[src/verilog/uart_pkg.sv]
package uart_pkg;

  // Sizes
  localparam int NcoWidth     = 16;
  localparam int TxFifoDepth  = 8;
  localparam int RxFifoDepth  = 8;
  localparam int FifoLvlWidth = 4;
  localparam int RxIlvlWidth  = 3;
  localparam int NumIntr      = 5;

  // Register map, byte addresses
  localparam logic [7:0] AddrCtrl       = 8'h00;
  localparam logic [7:0] AddrStatus     = 8'h04;
  localparam logic [7:0] AddrWdata      = 8'h08;
  localparam logic [7:0] AddrRdata      = 8'h0C;
  localparam logic [7:0] AddrFifoCtrl   = 8'h10;
  localparam logic [7:0] AddrFifoStatus = 8'h14;
  localparam logic [7:0] AddrIntrState  = 8'h18;
  localparam logic [7:0] AddrIntrEnable = 8'h1C;

  // Interrupt bit positions in INTR_STATE and INTR_ENABLE
  localparam int IntrTxEmpty     = 0;
  localparam int IntrRxWatermark = 1;
  localparam int IntrRxOverflow  = 2;
  localparam int IntrRxFrameErr  = 3;
  localparam int IntrRxParityErr = 4;

  typedef struct packed {
    logic        psel;
    logic        penable;
    logic        pwrite;
    logic [7:0]  paddr;
    logic [31:0] pwdata;
  } apb_req_t;

  typedef struct packed {
    logic [31:0] prdata;
    logic        pready;
    logic        pslverr;
  } apb_rsp_t;

  // CTRL register, bit 0 at the bottom
  typedef struct packed {
    logic [NcoWidth-1:0] nco;
    logic [9:0]          rsvd;
    logic                parity_odd;
    logic                parity_en;
    logic                slpbk;
    logic                nf_en;
    logic                rx_en;
    logic                tx_en;
  } uart_ctrl_t;

  typedef struct packed {
    logic       valid;
    logic [7:0] data;
    logic       frame_err;
    logic       parity_err;
  } uart_rx_evt_t;

endpackage

[src/verilog/uart_core.sv]
module uart_core import uart_pkg::*; (
  input  logic     clk_i,
  input  logic     rst_ni,
  input  apb_req_t apb_req_i,
  output apb_rsp_t apb_rsp_o,
  input  logic     rx_i,
  output logic     tx_o,
  output logic     intr_o
);

  uart_ctrl_t              ctrl;
  uart_rx_evt_t            rx_evt;
  logic                    tick;
  logic                    tx_push;
  logic [7:0]              tx_wdata;
  logic                    tx_clr;
  logic                    tx_wready;
  logic                    tx_rvalid;
  logic                    tx_rready;
  logic [7:0]              tx_byte;
  logic [FifoLvlWidth-1:0] tx_lvl;
  logic                    tx_busy;
  logic                    tx_loop;
  logic                    rx_push;
  logic                    rx_pop;
  logic                    rx_clr;
  logic                    rx_wready;
  logic [7:0]              rx_rdata;
  logic [FifoLvlWidth-1:0] rx_lvl;
  logic                    rx_busy;

  uart_regs u_regs (
    .clk_i,
    .rst_ni,
    .apb_req_i,
    .apb_rsp_o,
    .ctrl_o     (ctrl),
    .tx_push_o  (tx_push),
    .tx_wdata_o (tx_wdata),
    .tx_clr_o   (tx_clr),
    .tx_lvl_i   (tx_lvl),
    .tx_full_i  (~tx_wready),
    .tx_busy_i  (tx_busy),
    .rx_pop_o   (rx_pop),
    .rx_rdata_i (rx_rdata),
    .rx_clr_o   (rx_clr),
    .rx_lvl_i   (rx_lvl),
    .rx_full_i  (~rx_wready),
    .rx_busy_i  (rx_busy),
    .rx_evt_i   (rx_evt),
    .intr_o
  );

  uart_fifo #(
    .Depth (TxFifoDepth)
  ) u_tx_fifo (
    .clk_i,
    .rst_ni,
    .clr_i    (tx_clr),
    .wvalid_i (tx_push),
    .wdata_i  (tx_wdata),
    .wready_o (tx_wready),
    .rvalid_o (tx_rvalid),
    .rready_i (tx_rready),
    .rdata_o  (tx_byte),
    .lvl_o    (tx_lvl)
  );

  // Bytes leave the TX FIFO on the serializer handshake
  uart_tx u_tx (
    .clk_i,
    .rst_ni,
    .ctrl_i       (ctrl),
    .byte_valid_i (tx_rvalid),
    .byte_i       (tx_byte),
    .byte_ready_o (tx_rready),
    .tick_o       (tick),
    .busy_o       (tx_busy),
    .tx_loop_o    (tx_loop),
    .tx_o
  );

  uart_rx u_rx (
    .clk_i,
    .rst_ni,
    .ctrl_i    (ctrl),
    .tick_i    (tick),
    .rx_i,
    .tx_loop_i (tx_loop),
    .evt_o     (rx_evt),
    .push_o    (rx_push),
    .busy_o    (rx_busy)
  );

  uart_fifo #(
    .Depth (RxFifoDepth)
  ) u_rx_fifo (
    .clk_i,
    .rst_ni,
    .clr_i    (rx_clr),
    .wvalid_i (rx_push),
    .wdata_i  (rx_evt.data),
    .wready_o (rx_wready),
    .rvalid_o (),
    .rready_i (rx_pop),
    .rdata_o  (rx_rdata),
    .lvl_o    (rx_lvl)
  );

endmodule

[src/verilog/uart_fifo.sv]
module uart_fifo import uart_pkg::*; #(
  parameter int Depth = 8
) (
  input  logic                    clk_i,
  input  logic                    rst_ni,
  input  logic                    clr_i,
  input  logic                    wvalid_i,
  input  logic [7:0]              wdata_i,
  output logic                    wready_o,
  output logic                    rvalid_o,
  input  logic                    rready_i,
  output logic [7:0]              rdata_o,
  output logic [FifoLvlWidth-1:0] lvl_o
);

  logic [7:0]               mem_q [Depth];
  logic [$clog2(Depth)-1:0] wptr_q;
  logic [$clog2(Depth)-1:0] rptr_q;
  logic [FifoLvlWidth-1:0]  lvl_q;
  logic                     do_wr;
  logic                     do_rd;

  assign wready_o = (lvl_q != FifoLvlWidth'(Depth));
  assign rvalid_o = (lvl_q != '0);
  assign do_wr    = wvalid_i & wready_o;
  assign do_rd    = rready_i & rvalid_o;
  assign rdata_o  = mem_q[rptr_q];
  assign lvl_o    = lvl_q;

  always_ff @(posedge clk_i) begin
    if (do_wr) begin
      mem_q[wptr_q] <= wdata_i;
    end
  end

  always_ff @(posedge clk_i or negedge rst_ni) begin
    if (!rst_ni) begin
      wptr_q <= '0;
      rptr_q <= '0;
      lvl_q  <= '0;
    end else if (clr_i) begin
      wptr_q <= '0;
      rptr_q <= '0;
      lvl_q  <= '0;
    end else begin
      if (do_wr) begin
        wptr_q <= (int'(wptr_q) == Depth - 1) ? '0 : wptr_q + 1'b1;
      end
      if (do_rd) begin
        rptr_q <= (int'(rptr_q) == Depth - 1) ? '0 : rptr_q + 1'b1;
      end
      // Level only moves when exactly one side transfers
      if (do_wr && !do_rd) begin
        lvl_q <= lvl_q + 1'b1;
      end else if (do_rd && !do_wr) begin
        lvl_q <= lvl_q - 1'b1;
      end
    end
  end

endmodule

[src/verilog/uart_regs.sv]
module uart_regs import uart_pkg::*; (
  input  logic                    clk_i,
  input  logic                    rst_ni,
  input  apb_req_t                apb_req_i,
  output apb_rsp_t                apb_rsp_o,
  output uart_ctrl_t              ctrl_o,
  output logic                    tx_push_o,
  output logic [7:0]              tx_wdata_o,
  output logic                    tx_clr_o,
  input  logic [FifoLvlWidth-1:0] tx_lvl_i,
  input  logic                    tx_full_i,
  input  logic                    tx_busy_i,
  output logic                    rx_pop_o,
  input  logic [7:0]              rx_rdata_i,
  output logic                    rx_clr_o,
  input  logic [FifoLvlWidth-1:0] rx_lvl_i,
  input  logic                    rx_full_i,
  input  logic                    rx_busy_i,
  input  uart_rx_evt_t            rx_evt_i,
  output logic                    intr_o
);

  uart_ctrl_t              ctrl_q;
  logic [RxIlvlWidth-1:0]  rxilvl_q;
  logic [NumIntr-1:0]      intr_state_q;
  logic [NumIntr-1:0]      intr_enable_q;
  logic [NumIntr-1:0]      intr_event;
  logic [NumIntr-1:0]      intr_clr;
  logic [FifoLvlWidth-1:0] rx_wm_thresh;
  logic                    access;
  logic                    wr_en;
  logic                    rd_en;
  logic                    addr_hit;
  logic                    tx_empty;
  logic                    rx_empty;
  logic                    rx_good;
  logic [31:0]             rdata;

  ////////////////////////////////////////////////////////////////////////////
  // APB decode
  ////////////////////////////////////////////////////////////////////////////

  assign access = apb_req_i.psel & apb_req_i.penable;
  assign wr_en  = access & apb_req_i.pwrite;
  assign rd_en  = access & ~apb_req_i.pwrite;

  assign tx_empty = (tx_lvl_i == '0);
  assign rx_empty = (rx_lvl_i == '0);

  always_comb begin
    addr_hit = 1'b1;
    rdata    = '0;
    case (apb_req_i.paddr)
      AddrCtrl:       rdata = ctrl_q;
      // rxempty, rxidle, txidle, txempty, rxfull, txfull
      AddrStatus:     rdata = {26'b0, rx_empty, ~rx_busy_i, ~tx_busy_i & tx_empty,
                               tx_empty, rx_full_i, tx_full_i};
      AddrWdata:      rdata = '0;
      AddrRdata:      rdata = {24'b0, (rx_empty ? 8'h00 : rx_rdata_i)};
      AddrFifoCtrl:   rdata = {27'b0, rxilvl_q, 2'b00};
      AddrFifoStatus: rdata = {8'h00, 8'(rx_lvl_i), 8'h00, 8'(tx_lvl_i)};
      AddrIntrState:  rdata = 32'(intr_state_q);
      AddrIntrEnable: rdata = 32'(intr_enable_q);
      default:        addr_hit = 1'b0;
    endcase
  end

  assign apb_rsp_o.prdata  = rd_en ? rdata : '0;
  assign apb_rsp_o.pready  = 1'b1;
  assign apb_rsp_o.pslverr = access & ~addr_hit;

  // FIFO side strobes last exactly the access phase
  assign tx_push_o  = wr_en & (apb_req_i.paddr == AddrWdata);
  assign tx_wdata_o = apb_req_i.pwdata[7:0];
  assign rx_pop_o   = rd_en & (apb_req_i.paddr == AddrRdata);
  assign rx_clr_o   = wr_en & (apb_req_i.paddr == AddrFifoCtrl) & apb_req_i.pwdata[0];
  assign tx_clr_o   = wr_en & (apb_req_i.paddr == AddrFifoCtrl) & apb_req_i.pwdata[1];

  always_ff @(posedge clk_i or negedge rst_ni) begin
    if (!rst_ni) begin
      ctrl_q        <= '0;
      rxilvl_q      <= '0;
      intr_enable_q <= '0;
    end else if (wr_en) begin
      case (apb_req_i.paddr)
        AddrCtrl:       ctrl_q        <= uart_ctrl_t'(apb_req_i.pwdata);
        AddrFifoCtrl:   rxilvl_q      <= apb_req_i.pwdata[2 +: RxIlvlWidth];
        AddrIntrEnable: intr_enable_q <= apb_req_i.pwdata[NumIntr-1:0];
        default: ;
      endcase
    end
  end

  assign ctrl_o = ctrl_q;

  ////////////////////////////////////////////////////////////////////////////
  // Interrupts
  ////////////////////////////////////////////////////////////////////////////

  // Power of two watermark, saturating at the FIFO depth
  always_comb begin
    if (int'(rxilvl_q) >= $clog2(RxFifoDepth)) begin
      rx_wm_thresh = FifoLvlWidth'(RxFifoDepth);
    end else begin
      rx_wm_thresh = FifoLvlWidth'(1) << rxilvl_q;
    end
  end

  assign rx_good = rx_evt_i.valid & ~rx_evt_i.frame_err & ~rx_evt_i.parity_err;

  always_comb begin
    intr_event                  = '0;
    intr_event[IntrTxEmpty]     = tx_empty;
    intr_event[IntrRxWatermark] = (rx_lvl_i >= rx_wm_thresh);
    intr_event[IntrRxOverflow]  = rx_good & rx_full_i;
    intr_event[IntrRxFrameErr]  = rx_evt_i.valid & rx_evt_i.frame_err;
    intr_event[IntrRxParityErr] = rx_evt_i.valid & rx_evt_i.parity_err;
  end

  assign intr_clr = (wr_en && apb_req_i.paddr == AddrIntrState) ?
                    apb_req_i.pwdata[NumIntr-1:0] : '0;

  // A new event in the clearing cycle keeps its bit set
  always_ff @(posedge clk_i or negedge rst_ni) begin
    if (!rst_ni) begin
      intr_state_q <= '0;
    end else begin
      intr_state_q <= (intr_state_q & ~intr_clr) | intr_event;
    end
  end

  assign intr_o = |(intr_state_q & intr_enable_q);

endmodule

[src/verilog/uart_rx.sv]
module uart_rx import uart_pkg::*; (
  input  logic         clk_i,
  input  logic         rst_ni,
  input  uart_ctrl_t   ctrl_i,
  input  logic         tick_i,
  input  logic         rx_i,
  input  logic         tx_loop_i,
  output uart_rx_evt_t evt_o,
  output logic         push_o,
  output logic         busy_o
);

  typedef enum logic [2:0] {
    RxIdle,
    RxStart,
    RxData,
    RxParity,
    RxStop
  } rx_state_e;

  rx_state_e  state_q;
  logic [1:0] sync_q;
  logic [1:0] filt_q;
  logic       maj;
  logic       line;
  logic       sample;
  logic [3:0] tick_cnt_q;
  logic [2:0] bit_idx_q;
  logic [7:0] data_q;
  logic       parity_err_q;
  logic       frame_err_q;
  logic       valid_q;

  // Synchronizer, then two more samples for the majority vote
  always_ff @(posedge clk_i or negedge rst_ni) begin
    if (!rst_ni) begin
      sync_q <= 2'b11;
      filt_q <= 2'b11;
    end else begin
      sync_q <= {sync_q[0], rx_i};
      filt_q <= {filt_q[0], sync_q[1]};
    end
  end

  assign maj  = (sync_q[1] & filt_q[0]) | (sync_q[1] & filt_q[1]) | (filt_q[0] & filt_q[1]);
  assign line = ctrl_i.slpbk ? tx_loop_i : (ctrl_i.nf_en ? maj : sync_q[1]);

  // Mid-bit point, start detection counts as tick 1
  assign sample = tick_i && (tick_cnt_q == 4'd8);

  ////////////////////////////////////////////////////////////////////////////
  // Receive FSM
  ////////////////////////////////////////////////////////////////////////////

  always_ff @(posedge clk_i or negedge rst_ni) begin
    if (!rst_ni) begin
      state_q      <= RxIdle;
      tick_cnt_q   <= '0;
      bit_idx_q    <= '0;
      parity_err_q <= 1'b0;
      frame_err_q  <= 1'b0;
      valid_q      <= 1'b0;
    end else begin
      valid_q <= 1'b0;
      if (!ctrl_i.rx_en) begin
        state_q <= RxIdle;
      end else begin
        if (tick_i) begin
          tick_cnt_q <= tick_cnt_q + 4'd1;
        end
        case (state_q)
          RxIdle: begin
            if (tick_i && !line) begin
              state_q      <= RxStart;
              tick_cnt_q   <= 4'd1;
              parity_err_q <= 1'b0;
              frame_err_q  <= 1'b0;
            end
          end
          RxStart: begin
            // A high line at mid start bit was only a glitch
            if (sample) begin
              state_q   <= line ? RxIdle : RxData;
              bit_idx_q <= '0;
            end
          end
          RxData: begin
            if (sample) begin
              bit_idx_q <= bit_idx_q + 3'd1;
              if (bit_idx_q == 3'd7) begin
                state_q <= ctrl_i.parity_en ? RxParity : RxStop;
              end
            end
          end
          RxParity: begin
            if (sample) begin
              parity_err_q <= line ^ (^data_q) ^ ctrl_i.parity_odd;
              state_q      <= RxStop;
            end
          end
          RxStop: begin
            if (sample) begin
              frame_err_q <= ~line;
              valid_q     <= 1'b1;
              state_q     <= RxIdle;
            end
          end
          default: state_q <= RxIdle;
        endcase
      end
    end
  end

  always_ff @(posedge clk_i) begin
    if (state_q == RxData && sample) begin
      data_q <= {line, data_q[7:1]};
    end
  end

  assign evt_o.valid      = valid_q;
  assign evt_o.data       = data_q;
  assign evt_o.frame_err  = frame_err_q;
  assign evt_o.parity_err = parity_err_q;

  // Only clean frames may enter the RX FIFO
  assign push_o = valid_q & ~frame_err_q & ~parity_err_q;
  assign busy_o = (state_q != RxIdle);

endmodule

[src/verilog/uart_tx.sv]
module uart_tx import uart_pkg::*; (
  input  logic       clk_i,
  input  logic       rst_ni,
  input  uart_ctrl_t ctrl_i,
  input  logic       byte_valid_i,
  input  logic [7:0] byte_i,
  output logic       byte_ready_o,
  output logic       tick_o,
  output logic       busy_o,
  output logic       tx_loop_o,
  output logic       tx_o
);

  logic [NcoWidth:0] nco_sum_q;
  logic [3:0]        tick_cnt_q;
  logic [3:0]        bit_cnt_q;
  logic [10:0]       sreg_q;
  logic              ser_q;
  logic              load;
  logic              parity;

  // 16x baud NCO, top bit holds the carry for one cycle
  always_ff @(posedge clk_i or negedge rst_ni) begin
    if (!rst_ni) begin
      nco_sum_q <= '0;
    end else if (ctrl_i.tx_en || ctrl_i.rx_en) begin
      nco_sum_q <= {1'b0, nco_sum_q[NcoWidth-1:0]} + {1'b0, ctrl_i.nco};
    end else begin
      nco_sum_q[NcoWidth] <= 1'b0;
    end
  end

  assign tick_o = nco_sum_q[NcoWidth];

  ////////////////////////////////////////////////////////////////////////////
  // Serializer
  ////////////////////////////////////////////////////////////////////////////

  assign busy_o       = (bit_cnt_q != '0);
  assign byte_ready_o = ctrl_i.tx_en & ~busy_o;
  assign load         = byte_valid_i & byte_ready_o;
  assign parity       = (^byte_i) ^ ctrl_i.parity_odd;

  // Frame is stop, parity or extra stop, data LSB first, start
  always_ff @(posedge clk_i or negedge rst_ni) begin
    if (!rst_ni) begin
      tick_cnt_q <= '0;
      bit_cnt_q  <= '0;
      sreg_q     <= '1;
      ser_q      <= 1'b1;
    end else if (!ctrl_i.tx_en) begin
      tick_cnt_q <= '0;
      bit_cnt_q  <= '0;
      sreg_q     <= '1;
      ser_q      <= 1'b1;
    end else if (load) begin
      // Divider restarts so the start bit waits a full bit time
      tick_cnt_q <= '0;
      bit_cnt_q  <= ctrl_i.parity_en ? 4'd11 : 4'd10;
      sreg_q     <= {1'b1, (ctrl_i.parity_en ? parity : 1'b1), byte_i, 1'b0};
    end else if (tick_o && busy_o) begin
      tick_cnt_q <= tick_cnt_q + 4'd1;
      if (tick_cnt_q == 4'd15) begin
        sreg_q    <= {1'b1, sreg_q[10:1]};
        ser_q     <= sreg_q[0];
        bit_cnt_q <= bit_cnt_q - 4'd1;
      end
    end
  end

  assign tx_loop_o = ser_q;

  // Pin stays high while the serializer is looped back internally
  always_ff @(posedge clk_i or negedge rst_ni) begin
    if (!rst_ni) begin
      tx_o <= 1'b1;
    end else begin
      tx_o <= ctrl_i.slpbk ? 1'b1 : ser_q;
    end
  end

endmodule
[config.mk]
export PLATFORM = sky130hd
export DESIGN_NAME = uart_core
export DESIGN_NICKNAME = d
export VERILOG_FILES = /design/src/verilog/uart_pkg.sv /design/src/verilog/uart_core.sv /design/src/verilog/uart_fifo.sv /design/src/verilog/uart_regs.sv /design/src/verilog/uart_rx.sv /design/src/verilog/uart_tx.sv
export SDC_FILE = /design/constraint.sdc
export NUM_CORES = 1
export LEC_CHECK = 0
export BUFFER_PORTS_ARGS = -buffer_cell sky130_fd_sc_hd__buf_2
export CAP_MARGIN = 20
export CORE_ASPECT_RATIO = 1.4
export CORE_MARGIN = 3
export CORE_UTILIZATION = 57
export DETAILED_ROUTE_END_ITERATION = 12
export GPL_TIMING_DRIVEN = 0
export PLACE_DENSITY_LB_ADDON = 0.08
export SLEW_MARGIN = 10
export SYNTH_ARGS = -nofsm -noshare
export SYNTH_HDL_FRONTEND = slang
export SYNTH_SLANG_ARGS = --single-unit
[constraint.sdc]
create_clock -name clk_i -period 3.4 [get_ports clk_i]
set_input_delay 0.68 -clock clk_i [delete_from_list [all_inputs] [get_ports clk_i]]
set_output_delay 0.68 -clock clk_i [all_outputs]
set_load 0.1 [all_outputs]
==> flow_summary_export.csv, run 1 <==
group,metric,value,unit
power_and_ir_drop,leakage,5.84,nW
route,firstDrtPassIters,4,
job,cap_violations,0,
timing,post-route-worst-setup-slack,-69.3,ps
layout,fillers,1455,
clock_tree,cts_htree_levels,1,
floorplan,fp.coreArea,20700,µm²
clock_tree,cts.sink_count,255,
logic_synthesis,ys_seq_area_frac,0.582,
logic_synthesis,synth_top_cells_by_area,"sky130_fd_sc_hd__edfxtp_1 (34%), sky130_fd_sc_hd__dfrtp_1 (21%), sky130_fd_sc_hd__mux4_2 (6.5%), sky130_fd_sc_hd__mux2_2 (4.9%), sky130_fd_sc_hd__ha_1 (4.0%)",
critical_path,startpoint_type,"input pin",
logic_synthesis,yosys_warnings,0,
critical_path,critical_path_class,"input pin to output pin",
critical_path,critical-path-max-stage-delay,530,ps
global_route,grt_use_total,0.245,
logic_synthesis,leading_cell_type_by_number_of_instances_after_synthesis,"sky130_fd_sc_hd__edfxtp_1",
timing,setup-violations-final,2,
clock_tree,tritoncts,"done",
logic_synthesis,synth-edff-count,136,
logic_synthesis,syn_avg_cell_area,13.0,µm²
logic_synthesis,async_flop_share,0.467,
global_route,initial_antenna_violation_count,1,
clock_tree,insertion_delay,540,ps
floorplan,io-pin-count,82,
logic_synthesis,synth_ff_type,"sky130_fd_sc_hd__edfxtp_1",
critical_path,rrSetupSlack,270,ps
global_route,grt_pass1_wl,43600,µm
place,io_buffers,80,
global_route,grt.overflow.total,0,
floorplan,placement_rows,62,
timing,grt_setup_unrepaired,"true",
timing,achievable-frequency,288,MHz
power_and_ir_drop,irDropWorstVdd,0.000477,V
power_and_ir_drop,power_total,6.74,mW
place,gp_routability_congestion,0.886,
layout,final_layout_size_suffix_gt1_frac,0.297,
status,run_status,"complete, but fails checks",
layout,flow.area_growth_from_synthesis,19.3,%
global_route,number_of_global_route_vias_before_repair,8141,
route,drt_iter0_drcs,320,
critical_path,crit_path_top_delay_cell,"sky130_fd_sc_hd__or4_4",
layout,register_area,7080,µm²
logic_synthesis,post_synth_inst_count,935,
critical_path,critical_path.endpoint_type,"output pin",
timing,finalClockSkew,15.2,ps
place,dp_wirelength,19500,µm
timing,report.final.hold_viol_count,0,
route,detailroute.via_count,7900,
status,failed_checks,"negative setup slack",
route,post-route-drc-count,0,
logic_synthesis,synth_cell_type_count,68,
layout,final_cells,1336,
critical_path,worst_ep_required_time,2720,ps
clock_tree,clockRootBuffer,"sky130_fd_sc_hd__clkbuf_16",
place,numPlacedInstances,1280,
clock_tree,clkSlewWorstSetupHoldPaths,60,ps
clock_tree,max-clock-path-buffers,3,
timing,setup_tns,-113,ps
logic_synthesis,synth.top_cells.by_count,"sky130_fd_sc_hd__edfxtp_1 (136), sky130_fd_sc_hd__dfrtp_1 (103), sky130_fd_sc_hd__nand2_1 (90)",
power_and_ir_drop,power-per-cell-area,465,nW/µm²
floorplan,dieHeight,179,µm
route,routed_wirelength,27900,µm
timing,worst_slew_pin_slew,1030,ps
logic_synthesis,ys_ff_latch,255,
logic_synthesis,syn_area,12200,µm²
floorplan,initial_core_util,0.587,
floorplan,die_x,129,µm
logic_synthesis,syn_nets,1023,
logic_synthesis,synth_top_cell_area_share,0.336,
route,route.antenna.remaining_nets,0,
timing,maxSlewViolCount,0,
critical_path,worstPathCellList,"buf_6 -> or4_4 -> or3_4 -> nor3_4 -> buf_6 -> buf_8 -> a222oi_1 -> nor3_4 -> buf_12",
global_route,grt_start_max_net_pins,62,
clock_tree,cts_inserted_buffers,25,
hold_path,min_path_type,"input pin to async pin",
timing,period_minus_slack,3470,ps
route,via_per_inst,5.91,
route,route.detailed.wl_per_inst,20.9,µm
critical_path,cp_max_fo,5,
critical_path,critical_path_arrival,2790,ps
logic_synthesis,yosysTopAreaCell,"sky130_fd_sc_hd__edfxtp_1",
timing,max-slew-margin-rel,0.310,
layout,combined_area_of_the_multi_input_logic_cells,5030,µm²
floorplan,overall_die_area,23100,µm²
layout,design.final.nets,1148,
timing,timing.final.crit_share,1.02,
timing,hold-worst-slack,108,ps
==> what timing repair did <==
| action | 4_1_cts | 5_1_grt |
|---|---|---|
| resized for setup | 85 | 40 |
| setup endpoints to repair | 33 | 32 |
| buffers inserted | 6 | 4 |
| hold buffers | 0 | 0 |
| gates cloned | 1 | 1 |
| pin swaps | 3 | 4 |
==> placed cells by master (no fill, tap or decap), types with 6 or more instances in the layout <==
cell type and count:
sky130_fd_sc_hd__a21boi_0 6, sky130_fd_sc_hd__xnor2_1 34, sky130_fd_sc_hd__o21ai_0 31, sky130_fd_sc_hd__mux2i_1 17, sky130_fd_sc_hd__edfxtp_1 136, sky130_fd_sc_hd__mux2_2 53, sky130_fd_sc_hd__nor2_1 51, sky130_fd_sc_hd__dfrtp_1 103
sky130_fd_sc_hd__dfstp_2 16, sky130_fd_sc_hd__and3_2 20, sky130_fd_sc_hd__nor2_4 7, sky130_fd_sc_hd__a21oi_1 34, sky130_fd_sc_hd__nand2b_1 11, sky130_fd_sc_hd__buf_4 18, sky130_fd_sc_hd__nand3_1 20, sky130_fd_sc_hd__xor2_1 15
sky130_fd_sc_hd__clkbuf_16 27, sky130_fd_sc_hd__clkbuf_1 31, sky130_fd_sc_hd__buf_12 17, sky130_fd_sc_hd__inv_1 26, sky130_fd_sc_hd__nor3_1 15, sky130_fd_sc_hd__mux4_2 35, sky130_fd_sc_hd__a21o_1 10, sky130_fd_sc_hd__ha_1 39
sky130_fd_sc_hd__nand2_1 88, sky130_fd_sc_hd__buf_2 51, sky130_fd_sc_hd__a22oi_1 10, sky130_fd_sc_hd__buf_6 19, sky130_fd_sc_hd__nor3_2 8, sky130_fd_sc_hd__and2_1 6
==> through the flow <==
stage	area, µm²	util	setup slack, ps
after floorplan	12300	-	-236
after global placement	13000	0.629	-948
after detailed placement	13200	0.636	-515
after CTS	14300	0.691	-5.20
after global routing	14500	0.700	-109
final	14500	0.700	-69.3
==> path summary, 6_finish.rpt <==
| check | from | depth (start not counted) | to |
|---|---|---|---|
| max | apb_req_i[32] | 9 | apb_rsp_o[7] |
| min | rst_ni | 1 | u_regs.rxilvl_q[1] |
| max reg2reg | u_tx_fifo.lvl_o[1] | 12 | u_tx_fifo.lvl_o[3] |
| min reg2reg | u_rx.sync_q[0] | 0 | u_rx.sync_q[1] |
| max in group asynchronous | rst_ni | 2 | u_tx.sreg_q[2] |
| min in group clk_i | rx_i | 1 | u_rx.sync_q[0] |
==> layout make-up <==
type	instances	area share
sequential	255	0.488
multi-input combinational	612	0.347
timing repair buffer	100	0.0657
clock buffer	36	0.0480
tap	256	0.0221
buffer	39	0.0150
inverter	27	0.00733
clock inverter	10	0.00673
antenna	1	0.000173
==> critical path: cells and delay by family <==
family / cells / cell delay (ps)
simple gates: 4 / 1430
buf+inv: 4 / 550
compound gates: 1 / 120
==> logic make-up (layout without fill, tap and decap cells) <==
kind of cell	Yosys count	after routing	share of synthesized area
other	1	2	0.000308
AND/OR/NAND/NOR	272	272	0.109
buffers and inverters	68	212	0.0232
adder cells (fa/ha/maj)	42	42	0.0451
multiplexers	105	105	0.128
flip-flops	255	255	0.582
XOR/XNOR	49	49	0.0353
AO/OA/AOI/OAI	143	143	0.0772
==> layer usage <==
| layer | part of all wire | vias to the layer above | global-route usage |
|---|---|---|---|
| li1 | - | 3711 | - |
| met1 | 0.40 | 3954 | 0.305 |
| met2 | 0.53 | 171 | 0.436 |
| met3 | 0.040 | 62 | 0.0358 |
| met4 | 0.034 | 2 | 0.0854 |
| met5 | 0.00047 | - | 0 |
==> registers in the layout (all words and copies together) (netlist names), 4 cells and up <==
signal and flops:
u_regs.ctrl_o 32, u_regs.intr_enable_q 5, u_regs.intr_state_q 5, u_rx.data_q 8, u_rx.tick_cnt_q 4, u_rx_fifo.lvl_o 4
u_rx_fifo.mem_q 64, u_tx.bit_cnt_q 4, u_tx.nco_sum_q 17, u_tx.sreg_q 10, u_tx.tick_cnt_q 4, u_tx_fifo.lvl_o 4
u_tx_fifo.mem_q 64
==> power by group <==
| part | internal [mW] | total (mW) | leakage [nW] | switching [mW] |
|---|---|---|---|---|
| combinational | 0.328 | 0.718 | 2.67 | 0.390 |
| clock | 1.52 | 2.69 | 0.385 | 1.17 |
| sequential | 3.29 | 3.33 | 2.78 | 0.0428 |
(Power assumes the default switching activity.)
==> inputs of run 2 (changes only) <==
--- a/config.mk
+++ b/config.mk
@@ -5,7 +5,7 @@
 export SDC_FILE = /design/constraint.sdc
 export NUM_CORES = 1
 export LEC_CHECK = 0
-export BUFFER_PORTS_ARGS = -buffer_cell sky130_fd_sc_hd__buf_2
+export BUFFER_PORTS_ARGS = -buffer_cell sky130_fd_sc_hd__buf_4
 export CAP_MARGIN = 20
 export CORE_ASPECT_RATIO = 1.4
 export CORE_MARGIN = 3
@@ -13,6 +13,7 @@
 export DETAILED_ROUTE_END_ITERATION = 12
 export GPL_TIMING_DRIVEN = 0
 export PLACE_DENSITY_LB_ADDON = 0.08
+export RECOVER_POWER = 100
 export SLEW_MARGIN = 10
 export SYNTH_ARGS = -nofsm -noshare
 export SYNTH_HDL_FRONTEND = slang
==> flow_summary_export.csv, run 2 (synthesis gave the netlist of run 1 again) <==
group,metric,value,unit
critical_path,worstPathCellList,"buf_6 -> or4_4 -> or3_4 -> nor3_4 -> clkbuf_8 -> a32oi_1 -> a31oi_4 -> buf_12",
layout,fillers,1486,
layout,final_util,0.697,
critical_path,timing.rr.start,"u_tx_fifo.lvl_o[1]",
route,routed_wirelength,27600,µm
power_and_ir_drop,internal_power,5.32,mW
timing,setup-violations-final,0,
power_and_ir_drop,irDropWorstVdd,0.000502,V
global_route,number_of_global_route_vias_before_repair,8105,
layout,final_cells,1328,
critical_path,reg2reg_depth,12,
critical_path,capture_point_of_the_worst_reg_to_reg_path,"u_tx_fifo.lvl_o[3]",
timing,period_minus_slack,3370,ps
route,drt_iter0_drcs,448,
layout,layout_common_cells,"sky130_fd_sc_hd__edfxtp_1 (136), sky130_fd_sc_hd__dfrtp_1 (103), sky130_fd_sc_hd__nand2_1 (88)",
critical_path,crit_path_top_delay_cell,"sky130_fd_sc_hd__or4_4",
status,run_status,"complete, but fails checks",
floorplan,placement_rows,62,
clock_tree,clkSlewWorstSetupHoldPaths,60,ps
critical_path,critical-path-max-stage-delay,530,ps
timing,grt_setup_unrepaired,"true",
hold_path,min_path_type,"input pin to register",
layout,final_layout_size_suffix_gt1_frac,0.285,
floorplan,io-pin-count,82,
route,firstDrtPassIters,5,
timing,achievable-frequency,296,MHz
place,gp_routability_congestion,0.893,
route,post-route-drc-count,0,
clock_tree,cts_inserted_buffers,26,
power_and_ir_drop,power-per-cell-area,482,nW/µm²
global_route,initial_antenna_violation_count,0,
critical_path,cp_max_fo,5,
clock_tree,cts_htree_levels,1,
timing,max-slew-margin-rel,-1.00,
timing,post-route-worst-setup-slack,25.3,ps
timing,timing.final.crit_share,0.993,
timing,worst_slew_pin_slew,3000,ps
floorplan,fp.coreArea,20700,µm²
critical_path,critical_path_class,"input pin to output pin",
layout,antennaDiodeCount,0,
clock_tree,insertion_delay,530,ps
global_route,grt_use_total,0.243,
power_and_ir_drop,netSwitchingFraction,0.236,
layout,flow.area_growth_from_synthesis,18.8,%
hold_path,worstHoldEndpoint,"u_rx.sync_q[0]",
floorplan,die_x,129,µm
layout,design.final.nets,1142,
floorplan,dieHeight,179,µm
place,numPlacedInstances,1278,
place,dp_wirelength,19500,µm
status,failed_checks,"max-capacitance violations, max-slew violations",
global_route,grt_start_max_net_pins,70,
route,detailroute.via_count,7874,
power_and_ir_drop,reported_net_switching_power,1.64,mW
place,place_worst_setup_slack,-386,ps
hold_path,hold_start,"rx_i",
timing,maxSlewViolCount,51,
job,cap_violations,1,
global_route,grt.overflow.total,0,
place,io_buffers,80,
floorplan,initial_core_util,0.587,
critical_path,rrSetupSlack,200,ps
clock_tree,clockRootBuffer,"sky130_fd_sc_hd__clkbuf_16",
power_and_ir_drop,power.sequential.fraction,0.479,
clock_tree,max-clock-path-buffers,3,
critical_path,critical_path_arrival,2690,ps
clock_tree,cts.sink_count,255,
timing,finalClockSkew,21.1,ps
power_and_ir_drop,power_total,6.96,mW
hold_path,hold-path-cell-count,1,
timing,report.final.hold_viol_count,0,
critical_path,worst_ep_required_time,2720,ps
critical_path,startpoint_type,"input pin",
route,route.detailed.wl_per_inst,20.8,µm
power_and_ir_drop,clock_power_share,0.417,
power_and_ir_drop,part_of_the_power_in_combinational_logic,0.104,
critical_path,critical_path.endpoint_type,"output pin",
route,via_per_inst,5.93,
clock_tree,tritoncts,"done",
layout,layout.cells.most_common,"sky130_fd_sc_hd__edfxtp_1",
route,route.antenna.remaining_nets,0,
power_and_ir_drop,leakage,5.81,nW
global_route,grt_pass1_wl,43200,µm
floorplan,overall_die_area,23100,µm²
==> run 2: changes by cell type in the layout (fill, tap and decap cells not counted), sizes merged <==
cell / before / now
clkbuf: 64 / 70
clkinv: 7 / 8
inv: 27 / 30
buf: 111 / 92
bufinv: 1 / 3
diode: 1 / 0
==> run 2: worst max path at each step <==
stage | from | to | slack, ps | cells past startpoint
after global placement | apb_req_i[32] | u_tx_fifo.mem_q[0][7] | -840 | 6
final | apb_req_i[32] | apb_rsp_o[4] | 30 | 8
after CTS | apb_req_i[32] | apb_rsp_o[7] | -40 | 8
after floorplan | apb_req_i[32] | apb_rsp_o[20] | -240 | 4
after global routing | apb_req_i[32] | apb_rsp_o[7] | -80 | 8
after detailed placement | apb_req_i[32] | apb_rsp_o[2] | -390 | 10
==> run 2: stage by stage <==
| step | area [µm²] | setup TNS (ps) | hold WS, ps |
|---|---|---|---|
| after detailed placement | 13400 | -8690 | 347 |
| after global placement | 13200 | -26600 | 346 |
| final | 14400 | 0 | 253 |
| after floorplan | 12300 | -714 | 345 |
| after global routing | 14400 | -261 | 241 |
| after CTS | 14400 | -43.6 | 113 |
==> run 2: power by group through the flow <==
stage / registers (mW) / clock network [mW] / logic (mW)
CTS: 3.33 / 2.96 / 0.744
global placement: 3.39 / 0 / 0.717
global route: 3.34 / 3.06 / 0.790
detailed placement: 3.39 / 0 / 0.739
finish: 3.33 / 2.91 / 0.722
floorplan: 3.38 / 0 / 0.507
==> run 2: area by class of cell <==
type | count | area, µm² | share of cell area
well taps | 256 | 320 | 0.0222
inverters | 27 | 106 | 0.00736
clock inverters | 16 | 180 | 0.0125
plain buffers | 39 | 193 | 0.0133
clock buffers | 30 | 687 | 0.0476
flip-flops and latches | 255 | 7080 | 0.490
multi-input cells | 612 | 5030 | 0.349
repair buffers | 93 | 840 | 0.0581
==> run 2: what timing repair did <==
action | 4_1_cts | 5_1_grt
hold buffers | 0 | 0
setup buffers | 4 | 1
pin swaps | 3 | 3
setup endpoints to repair | 32 | 25
gates cloned | 1 | 0
resized for setup | 48 | 18
==> run 2: layer usage <==
| layer | GRT usage | up-vias | share of wire |
|---|---|---|---|
| met5 | 0 | - | 0 |
| met2 | 0.448 | 205 | 0.54 |
| met1 | 0.290 | 3919 | 0.38 |
| met4 | 0.0780 | 0 | 0.029 |
| met3 | 0.0364 | 53 | 0.046 |
| li1 | - | 3697 | - |
==> run 2: critical path, delay by kind of cell <==
kind            cells  cell delay [ps]
simple gates        3             1140
buf+inv             3              500
compound gates      2              370
